**config.mk**
```make
export PLATFORM = sky130hd
export DESIGN_NAME = mulUnit
export DESIGN_NICKNAME = d
export VERILOG_FILES = /design/src/mulPkg.sv /design/src/mulIterative.sv /design/src/mulReqQueue.sv /design/src/mulResultBuf.sv /design/src/mulUnit.sv
export SDC_FILE = /design/constraint.sdc
export NUM_CORES = 2
export LEC_CHECK = 0
export BUFFER_PORTS_ARGS = -buffer_cell sky130_fd_sc_hd__buf_2
export CAP_MARGIN = 15
export CORE_ASPECT_RATIO = 0.5
export CORE_MARGIN = 2
export CORE_UTILIZATION = 50
export DETAILED_ROUTE_END_ITERATION = 12
export PLACE_DENSITY = 0.65
export SETUP_SLACK_MARGIN = 0.15
export SLEW_MARGIN = 10
export SYNTH_ARGS = -nofsm -noshare
export SYNTH_HDL_FRONTEND = slang
export SYNTH_SLANG_ARGS = --single-unit
```
**constraint.sdc**
```tcl
create_clock -name clk -period 18.6 [get_ports clk]
set_input_delay 0.93 -clock clk [delete_from_list [all_inputs] [get_ports clk]]
set_output_delay 0.93 -clock clk [all_outputs]
set_load 0.02 [all_outputs]
```
**src/mulPkg.sv**
```systemverilog
// multiply unit shared types: operand, product, tag, operation code and the request/result structs

package mulPkg;

	// ==================================================
	// widths
	// ==================================================

	// operand width, also the default multiplier width
	localparam int WORD_W = 64;
	// destination register tag width
	localparam int TAG_W = 6;

	// ==================================================
	// plain vector types
	// ==================================================

	// one source operand or the immediate
	typedef logic [WORD_W-1:0] word_t;
	// full double-width product
	typedef logic [2*WORD_W-1:0] prod_t;
	// destination register tag
	typedef logic [TAG_W-1:0] tag_t;

	// operation code
	// signed ops: MUL, MULI
	// immediate ops: MULI, MULUI
	typedef enum logic [1:0] {
		MUL   = 2'd0,
		MULU  = 2'd1,
		MULI  = 2'd2,
		MULUI = 2'd3
	} mulOp_t;

	// ==================================================
	// structs
	// ==================================================

	// issued operation, 200 bits
	// narrower units carry operands zero-extended
	typedef struct packed {
		mulOp_t op;
		tag_t   tag;
		word_t  a;
		word_t  b;
		word_t  imm;
	} mulReq_t;

	// finished product with its tag, 134 bits
	typedef struct packed {
		tag_t  tag;
		prod_t prod;
	} mulResult_t;

endpackage

```
**src/mulIterative.sv**
```systemverilog
// iterative multiplier working a quarter operand width per cycle, with sign fix-up
`timescale 1ns/10ps

module mulIterative #(
	parameter int WID = 64
) (
	input  logic               clk,
	input  logic               rst,
	input  logic               headValid,
	input  mulPkg::mulReq_t    head,
	input  logic               spaceOk,
	output logic               take,
	output logic               mulDone,
	output mulPkg::mulResult_t result
);

	// digit width, four digits per operand
	localparam int QW = WID / 4;

	typedef enum logic [1:0] {
		IDLE,
		MULT,
		FIX
	} state_t;

	state_t state;
	logic [1:0] stepCnt;

	// operand selection and sign handling
	logic           signedOp;
	logic           immOp;
	logic [WID-1:0] opA;
	logic [WID-1:0] opB;
	logic           negA;
	logic           negB;

	// working registers
	logic [WID-1:0]      aa;
	logic [WID-1:0]      bb;
	logic [2*WID-1:0]    prod;
	logic                negR;
	mulPkg::tag_t        tagR;

	// one digit step
	logic [WID+QW-1:0] partial;
	logic [WID+QW-1:0] digitSum;
	logic [2*WID-1:0]  prodFix;

	// ==================================================
	// decode and sign adjust
	// ==================================================

	assign signedOp = (head.op == mulPkg::MUL) || (head.op == mulPkg::MULI);
	assign immOp    = (head.op == mulPkg::MULI) || (head.op == mulPkg::MULUI);

	// only the low WID bits of each operand take part
	assign opA = head.a[WID-1:0];
	assign opB = immOp ? head.imm[WID-1:0] : head.b[WID-1:0];

	// unsigned ops never see a negative operand
	assign negA = signedOp && opA[WID-1];
	assign negB = signedOp && opB[WID-1];

	// start only when idle, work is waiting and a result slot is reserved
	assign take = (state == IDLE) && headValid && spaceOk;

	// ==================================================
	// datapath
	// ==================================================

	// magnitude b times lowest digit of a, plus upper half of the running product
	assign partial  = (WID+QW)'(bb) * (WID+QW)'(aa[QW-1:0]);
	assign digitSum = partial + (WID+QW)'(prod[2*WID-1:WID]);

	// two's complement of the magnitude product when signs differ
	assign prodFix = negR ? -prod : prod;

	always_ff @(posedge clk) begin
		case (state)
			IDLE: begin
				if (take) begin
					// most negative value maps onto its own unsigned magnitude
					aa   <= negA ? -opA : opA;
					bb   <= negB ? -opB : opB;
					negR <= negA ^ negB;
					tagR <= head.tag;
					prod <= '0;
				end
			end
			MULT: begin
				// shift out one digit of a, sum goes in at the top of the product
				aa   <= aa >> QW;
				prod <= {digitSum, prod[WID-1:QW]};
			end
			FIX: begin
				// narrow units return the product zero-extended
				result.tag  <= tagR;
				result.prod <= mulPkg::prod_t'(prodFix);
			end
			default: begin
				prod <= prod;
			end
		endcase
	end

	// ==================================================
	// control FSM
	// ==================================================

	always_ff @(posedge clk) begin
		if (rst) begin
			state   <= IDLE;
			stepCnt <= '0;
			mulDone <= 1'b0;
		end else begin
			mulDone <= 1'b0;
			case (state)
				IDLE: begin
					if (take) begin
						stepCnt <= '0;
						state   <= MULT;
					end
				end
				MULT: begin
					// four digit steps
					stepCnt <= stepCnt + 1'b1;
					if (stepCnt == 2'd3) begin
						state <= FIX;
					end
				end
				FIX: begin
					mulDone <= 1'b1;
					state   <= IDLE;
				end
				default: begin
					state <= IDLE;
				end
			endcase
		end
	end

endmodule

```
**src/mulReqQueue.sv**
```systemverilog
// request queue between issue and the multiplier, hands back one issue credit per freed entry
`timescale 1ns/10ps

module mulReqQueue #(
	parameter int DEPTH = 4
) (
	input  logic            clk,
	input  logic            rst,
	input  logic            reqValid,
	input  mulPkg::mulReq_t req,
	input  logic            take,
	output logic            headValid,
	output mulPkg::mulReq_t head,
	output logic            reqCredit
);

	// pointer and occupancy widths
	localparam int PW = $clog2(DEPTH);
	localparam int CW = $clog2(DEPTH + 1);
	localparam logic [PW-1:0] LAST = PW'(DEPTH - 1);

	// entry storage, payload only
	mulPkg::mulReq_t mem [DEPTH];

	logic [PW-1:0] wrPtr;
	logic [PW-1:0] rdPtr;
	logic [CW-1:0] count;
	logic          pop;

	// ==================================================
	// head and credit return
	// ==================================================

	assign headValid = (count != '0);
	assign head      = mem[rdPtr];

	// only a real pop frees a slot
	assign pop       = take && headValid;
	// credit goes back in the same cycle the slot frees
	assign reqCredit = pop;

	// ==================================================
	// storage write
	// ==================================================

	// issuer never writes without a credit, so no full check here
	always_ff @(posedge clk) begin
		if (reqValid) begin
			mem[wrPtr] <= req;
		end
	end

	// ==================================================
	// pointers and occupancy
	// ==================================================

	always_ff @(posedge clk) begin
		if (rst) begin
			wrPtr <= '0;
			rdPtr <= '0;
			count <= '0;
		end else begin
			// circular wrap at the last slot
			if (reqValid) begin
				wrPtr <= (wrPtr == LAST) ? '0 : wrPtr + 1'b1;
			end
			if (pop) begin
				rdPtr <= (rdPtr == LAST) ? '0 : rdPtr + 1'b1;
			end
			// push and pop together leave the count alone
			case ({reqValid, pop})
				2'b10:   count <= count + 1'b1;
				2'b01:   count <= count - 1'b1;
				default: count <= count;
			endcase
		end
	end

endmodule

```
**src/mulResultBuf.sv**
```systemverilog
// result buffer holding finished products until writeback credits let them go
`timescale 1ns/10ps

module mulResultBuf #(
	parameter int DEPTH       = 2,
	parameter int RES_CREDITS = 2
) (
	input  logic               clk,
	input  logic               rst,
	input  logic               mulDone,
	input  mulPkg::mulResult_t result,
	input  logic               resCredit,
	output logic               spaceOk,
	output logic               resValid,
	output mulPkg::mulResult_t res
);

	localparam int PW = $clog2(DEPTH);
	localparam int CW = $clog2(DEPTH + 1);
	localparam int KW = $clog2(RES_CREDITS + 1);
	localparam logic [PW-1:0] LAST = PW'(DEPTH - 1);

	// result storage, payload only
	mulPkg::mulResult_t mem [DEPTH];

	logic [PW-1:0] wrPtr;
	logic [PW-1:0] rdPtr;
	logic [CW-1:0] count;
	logic [KW-1:0] credits;

	// product arriving from the multiplier this cycle
	logic [CW:0] inFlight;
	logic [CW:0] committed;
	logic        pop;

	// ==================================================
	// space reservation for the multiplier
	// ==================================================

	// the multiplier holds at most one op, and it lands on mulDone
	assign inFlight  = (CW+1)'(mulDone);
	assign committed = (CW+1)'(count) + inFlight;
	// a free slot must remain after the arriving product
	assign spaceOk   = committed < (CW+1)'(DEPTH);

	// ==================================================
	// output, gated by writeback credits
	// ==================================================

	assign resValid = (count != '0) && (credits != '0);
	assign res      = mem[rdPtr];
	assign pop      = resValid;

	always_ff @(posedge clk) begin
		if (mulDone) begin
			mem[wrPtr] <= result;
		end
	end

	always_ff @(posedge clk) begin
		if (rst) begin
			wrPtr   <= '0;
			rdPtr   <= '0;
			count   <= '0;
			credits <= KW'(RES_CREDITS);
		end else begin
			if (mulDone) begin
				wrPtr <= (wrPtr == LAST) ? '0 : wrPtr + 1'b1;
			end
			if (pop) begin
				rdPtr <= (rdPtr == LAST) ? '0 : rdPtr + 1'b1;
			end
			case ({mulDone, pop})
				2'b10:   count <= count + 1'b1;
				2'b01:   count <= count - 1'b1;
				default: count <= count;
			endcase
			// spend on send, refill on return, both may happen together
			case ({pop, resCredit})
				2'b10:   credits <= credits - 1'b1;
				2'b01:   credits <= credits + 1'b1;
				default: credits <= credits;
			endcase
		end
	end

endmodule

```
**src/mulUnit.sv**
```systemverilog
// integer multiply unit: request queue, iterative multiplier and result buffer with credit ports
`timescale 1ns/10ps

module mulUnit #(
	parameter int WID         = mulPkg::WORD_W,
	parameter int QUEUE_DEPTH = 4,
	parameter int RES_DEPTH   = 2,
	parameter int RES_CREDITS = 2
) (
	input  logic               clk,
	input  logic               rst,
	input  logic               reqValid,
	input  mulPkg::mulReq_t    req,
	output logic               reqCredit,
	output logic               resValid,
	output mulPkg::mulResult_t res,
	input  logic               resCredit
);

	// ==================================================
	// internal links
	// ==================================================

	// queue head to multiplier
	logic               headValid;
	mulPkg::mulReq_t    head;
	logic               take;
	// multiplier to result buffer
	logic               spaceOk;
	logic               mulDone;
	mulPkg::mulResult_t mulRes;

	// issue side, frees one credit per take
	mulReqQueue #(
		.DEPTH (QUEUE_DEPTH)
	) i_queue (
		.clk       (clk),
		.rst       (rst),
		.reqValid  (reqValid),
		.req       (req),
		.take      (take),
		.headValid (headValid),
		.head      (head),
		.reqCredit (reqCredit)
	);

	// six cycles from take to mulDone
	mulIterative #(
		.WID (WID)
	) i_mul (
		.clk       (clk),
		.rst       (rst),
		.headValid (headValid),
		.head      (head),
		.spaceOk   (spaceOk),
		.take      (take),
		.mulDone   (mulDone),
		.result    (mulRes)
	);

	// in-order writeback, one result per credit
	mulResultBuf #(
		.DEPTH       (RES_DEPTH),
		.RES_CREDITS (RES_CREDITS)
	) i_resBuf (
		.clk       (clk),
		.rst       (rst),
		.mulDone   (mulDone),
		.result    (mulRes),
		.resCredit (resCredit),
		.spaceOk   (spaceOk),
		.resValid  (resValid),
		.res       (res)
	);

endmodule

```
Word level (Yosys, flattened, before mapping)
Memory sizes are Yosys's and may differ from the RTL's. A register that Yosys moved wholly into a read port is not among the register bits. Index checks and enable logic that the tools add are counted.

Bits in registers: 415. Bits in latches: 0. Bits in writable memories: 1068. ROM bits: 0. Input bits: 204. Word-level logic and storage cells: 102. Memories: 2.

Memories: i_queue.mem (depth 4, bits a word 200, rd ports 1, clocked after memory_dff 1, wr ports 1, line mulReqQueue.sv:23) `mulPkg::mulReq_t mem [DEPTH];`; i_resBuf.mem (depth 2, bits a word 134, rd ports 1, clocked after memory_dff 1, wr ports 1, line mulResultBuf.sv:24) `mulPkg::mulResult_t mem [DEPTH];`.

Add/subtract/negate cells: 16. Multiply operators: 1. Div/mod/pow operators: 0. $lt $le $gt $ge: 1. Equality and inequality tests: 15. Shifts and indexed selects: 0. Muxes and demuxes: 29. Bitwise logic cells: 1. Reductions and logical operators: 20.

Operators with widths (number): $mux 128 (2); $mux 64 (4); $pmux 128 s2 (1); $neg 128->128 (1); $neg 64->64 (2); $pmux 64 s2 (1); $add 80x64->80 (1); $mul 64x16->80 (1); $eq 2x2->1 const B (9); $pmux 2 s2 (4); $mux 2 (7); $reduce_bool 2->1 (6); $add 2x1->2 const B (5); $mux 1 (9); $eq 2x1->1 const B (4); $logic_and 1x1->1 (6); $pmux 3 s2 (1); $reduce_and 2->1 (3); $logic_not 2->1 (2); $sub 2x1->2 const B (2); $add 2x1->3 (1); $add 3x1->3 const B (1); $lt 3x2->1 const B (1); $reduce_bool 3->1 (1); other kinds (6) (8).

Depth between registers and ports, before layout
Depth in word-level cells: 6. Depth in mapped cells: 26.

By module
A second synthesis with hierarchy kept.

Cell total of the unflattened synthesis: 7349. Area, all modules: 93422.1 um^2.

By module, submodules not included: mulIterative (instances 1, cells an instance 5808, area an instance 54114.4 um^2, sequential area each 12021.5 um^2); mulReqQueue (instances 1, cells an instance 1092, area an instance 29331.9 um^2, sequential area each 24203.2 um^2); mulResultBuf (instances 1, cells an instance 449, area an instance 9975.8 um^2, sequential area each 8187.9 um^2).

Worst setup path before layout
No wires, ideal clock.

Kind: reg-to-reg. Start: reg i_mul.aa[6]. End: reg i_mul.prod[120], data pin. Data arrival time: 6681 ps. Data required time: 18341 ps. Path slack: 11660 ps. Cell stages (with the launch flop): 27. Path buffers: 3. Clock period less this slack: 6940 ps. Cell sequence: edfxtp_1 > clkbuf_1 > clkbuf_1 > nand2_1 > fa_1 > inv_1 > fa_1 > inv_1 > fa_1 > inv_1 > fa_1 > fa_1 > inv_1 > fa_1 > inv_1 > ha_1 > clkbuf_1 > nand4_1 > nor3_1 > nor4b_1 > nor2b_1 > a31oi_1 > o2111ai_1 > a31oi_1 > o31ai_1 > nor2_1 > a211o_1.

Cells in the longest elaborated chain, start to end: 3.

RTL lines: start: declaration (line mulIterative.sv:38) `logic [WID-1:0] aa;`; start signal: assignment (line mulIterative.sv:83) `aa <= negA ? -opA : opA;`; start signal: assignment (line mulIterative.sv:92) `aa <= aa >> QW;`; $mul 64x16->80 (line mulIterative.sv:72) `assign partial = (WID+QW)'(bb) * (WID+QW)'(aa[QW-1:0]);`; $add 80x64->80 (line mulIterative.sv:73) `assign digitSum = partial + (WID+QW)'(prod[2*WID-1:WID]);`; $pmux 128 s2 (line mulIterative.sv:79) `case (state)`; end signal: assignment (line mulIterative.sv:93) `prod <= {digitSum, prod[WID-1:QW]};`; end signal: assignment (line mulIterative.sv:101) `prod <= prod;`; end: declaration (line mulIterative.sv:40) `logic [2*WID-1:0] prod;`.

Every way passes these cells. A chain may end at the register's enable or synchronous reset.

Worst setup path after layout
Start: reg i_mul.aa[10]. End: reg i_mul.prod[125], data pin.

Same word-level chain as after synthesis.

==> run_results.csv <==
group,metric,value,unit
layout,fillers,15280,
synthesis,syn_area,0.09315,mm²
floorplan,rows,111,
synthesis,synth_warnings,0,
synthesis,synth_cell_type_count,76,
timing,drv_slew,0,
floorplan,die_x,614.4,µm
timing,final_hold_viol_count,0,
hold_path,hold_class,"in -> reg",
clocking,cts_buffer_depth,4,
global_route,grt-ovfl-total,0,
clocking,cts.clk_slew.worst_paths,0.06,ns
synthesis,synth_flop_cell,"edfxtp_1",
worst_setup_path,reg2regPathDepth,24,
detailed_routing,viasPerCell,5.587,
global_route,grt_pass1_wl,361400,µm
synthesis,synth_common_cells,"edfxtp_1, inv_1, fa_1",
clocking,postCtsResizedCells,0,
status,status,"completed",
clocking,cts_setup_buffers,0,
worst_setup_path,worstPathArrival,9.43,ns
clocking,cts_max_level,4,
synthesis,syn_nets,8608,
clocking,cts.root.buffer_cell,"clkbuf_16",
placed_design,gp_congestion,0.9637,
global_route,grtUsageTotal,25.23,%
layout,instances_no_fill,10110,
floorplan,dieHeight,309.2,µm
timing,worst_slew_pin_slew,1.118,ns
clocking,cts_tree,"yes",
worst_setup_path,worstPathRequired,19.09,ns
timing,finalCritPeriodShare,48.07,%
layout,design_area,0.1018,mm²
layout,area_growth,9.253,%
synthesis,synth.area.top_cells,"edfxtp_1, fa_1, mux4_2",
worst_setup_path,start_kind,"flip-flop",
worst_setup_path,r2r-end,"i_mul.prod[125]",
synthesis,synth_area_per_cell,12.75,µm²
worst_setup_path,end_kind,"flip-flop",
detailed_routing,route.detailed.drc,0,
timing,setup_viol_count_final,0,
worst_setup_path,path_max_fanout,42,
placed_design,place_area,0.09726,mm²
synthesis,netlist_instances,7307,
worst_setup_path,criticalPathCategory,"reg -> reg",
timing,slew_headroom,24.69,%
floorplan,dieArea,0.1900,mm²
timing,fmaxAchievable,0.1118,GHz
worst_setup_path,startpoint,"i_mul.aa[10]",
floorplan,io_pins,340,
synthesis,synthDominantCellAreaShare,47.23,%
floorplan,coreArea,0.1842,mm²
placed_design,hpwl,173700,µm
timing,finalClockSkew,0.08038,ns
timing,rsz0062_at_grt,"false",
detailed_routing,postRouteAntennaNets,0,
global_route,antenna_found_initial,47,
worst_setup_path,reg2reg_slack,9.66,ns
clocking,clk_latency,0.82,ns
clocking,cts_hold_buf,0,
synthesis,yosys_register_bits,1486,
synthesis,synth_most_common_cell,"edfxtp_1",
detailed_routing,finalWirelength,237500,µm
global_route,grt_pass1_vias,57520,
synthesis,async_flop_share,0,%
synthesis,synth_largest_area_cell,"edfxtp_1",
placed_design,io_buffers,339,
detailed_routing,wl_per_cell,23.51,µm
detailed_routing,dr.pass1.iters,6,
floorplan,start_util,50.58,%
job,cap_violations,0,
detailed_routing,dr.first_iter.drc_count,5308,
synthesis,ys_seq_area_share,47.68,%
worst_setup_path,r2r_start,"i_mul.aa[10]",
clocking,cts_made_buffers,144,
layout,final_nets,8818,
clocking,cts_num_sinks,1486,
timing,fin_crit,8.942,ns
layout,drive_gt1_share,13.11,%
placed_design,dpl.cell_count,9857,
layout,finish.utilization,55.26,%
synthesis,synth_edf_count,1465,
layout,multi_input_area,0.04304,mm²
worst_setup_path,crit_end,"i_mul.prod[125]",
layout,regArea,0.04442,mm²
detailed_routing,dr_total_vias,56450,
global_route,grt_max_degree,179,
timing,fin_setup_tns,0,ns
==> state kept, by name, indices dropped and copies added, names as in the netlist, named ones only <==
name	cells
i_mul.aa	64
i_mul.bb	64
i_mul.mulDone	1
i_mul.negR	1
i_mul.prod	128
i_mul.result	134
i_mul.state	2
i_mul.stepCnt	2
i_mul.tagR	6
i_queue.count	3
i_queue.mem	800
i_queue.rdPtr	2
i_queue.wrPtr	2
i_resBuf.count	2
i_resBuf.credits	2
i_resBuf.mem	268
i_resBuf.rdPtr	1
i_resBuf.wrPtr	1
==> cells by family (layout without fill, tap and decap cells) <==
family / after synthesis / after routing / synth area share (%)
compound gates: 579 / 579 / 3.852
other cells: 0 / 5 / 0
fa+ha+maj: 1097 / 1097 / 22.24
buf+inv: 1507 / 1814 / 6.180
xor+xnor: 315 / 315 / 2.962
flops: 1486 / 1486 / 47.68
simple gates: 1914 / 1914 / 9.831
mux: 409 / 409 / 7.255
==> per-layer routing <==
layer  up-vias  part of all wire, %  global-route usage [%]  wire length (µm)
met5         -                0.088                       0               208
met4        30                  2.6                   6.105              6081
met3       422                  8.1                   5.095             19250
met2      2212                   46                   39.58            109700
met1     29030                   43                   36.44            102300
li1      24760                    -                       -                 -
==> worst max-delay path: stages, from the launching register on <==
cell and delay, ns:
edfxtp_1 0.32, buf_4 0.29, buf_4 0.60, nand2_1 0.15, fa_1 0.52, inv_1 0.05, fa_1 0.46, fa_1 0.56
fa_1 0.54, fa_1 0.54, inv_1 0.05, fa_1 0.53, inv_1 0.04, ha_1 0.44, nand4_1 0.21, nor4_1 0.52
nand3_1 0.22, a311oi_1 0.52, nor4_1 0.10, buf_4 0.19, o41ai_1 0.91, a31oi_1 0.28, o21ai_0 0.29, xnor2_1 0.15
nor2_1 0.07
==> worst min path at each step <==
stage | from | to | depth (start not counted)
2_1_floorplan | i_mul.tagR[0] | i_mul.result[128] | 0
3_3_place_gp | i_mul.result[129] | i_resBuf.mem[0][129] | 0
3_5_place_dp | i_mul.result[90] | i_resBuf.mem[1][90] | 0
4_1_cts | req[97] | i_queue.mem[1][97] | 1
5_1_grt | req[117] | i_queue.mem[0][117] | 1
6_report | req[174] | i_queue.mem[3][174] | 1
==> placed cells by master (no fill, tap or decap), drive strengths merged, types with 175 or more instances in the layout <==
| master | n |
|---|---|
| nor2 | 208 |
| fa | 931 |
| xnor2 | 216 |
| inv | 1161 |
| and2 | 417 |
| mux4 | 199 |
| nand2 | 905 |
| o21ai | 175 |
| buf | 415 |
| edfxtp | 1465 |
==> cell type report <==
class,instances,area share (%)
Multi-Input combinational cell,4314,42.29
Antenna cell,5,0.01229
Timing Repair Buffer,415,2.302
Clock buffer,174,3.714
Sequential cell,1486,43.65
Clock inverter,69,0.7045
Tap cell,2486,3.057
Inverter,1156,4.265
==> per-stage QoR <==
step	setup slack [ns]	hold slack (ns)
after CTS	9.829	0.2386
after global routing	9.296	0.2602
final	9.658	0.2997
after global placement	10.16	0.4223
after floorplan	11.66	0.4003
after detailed placement	9.969	0.4290
Power is not shown: default switching activity piles up to over one toggle a cycle in this logic, so the estimate is an artifact.
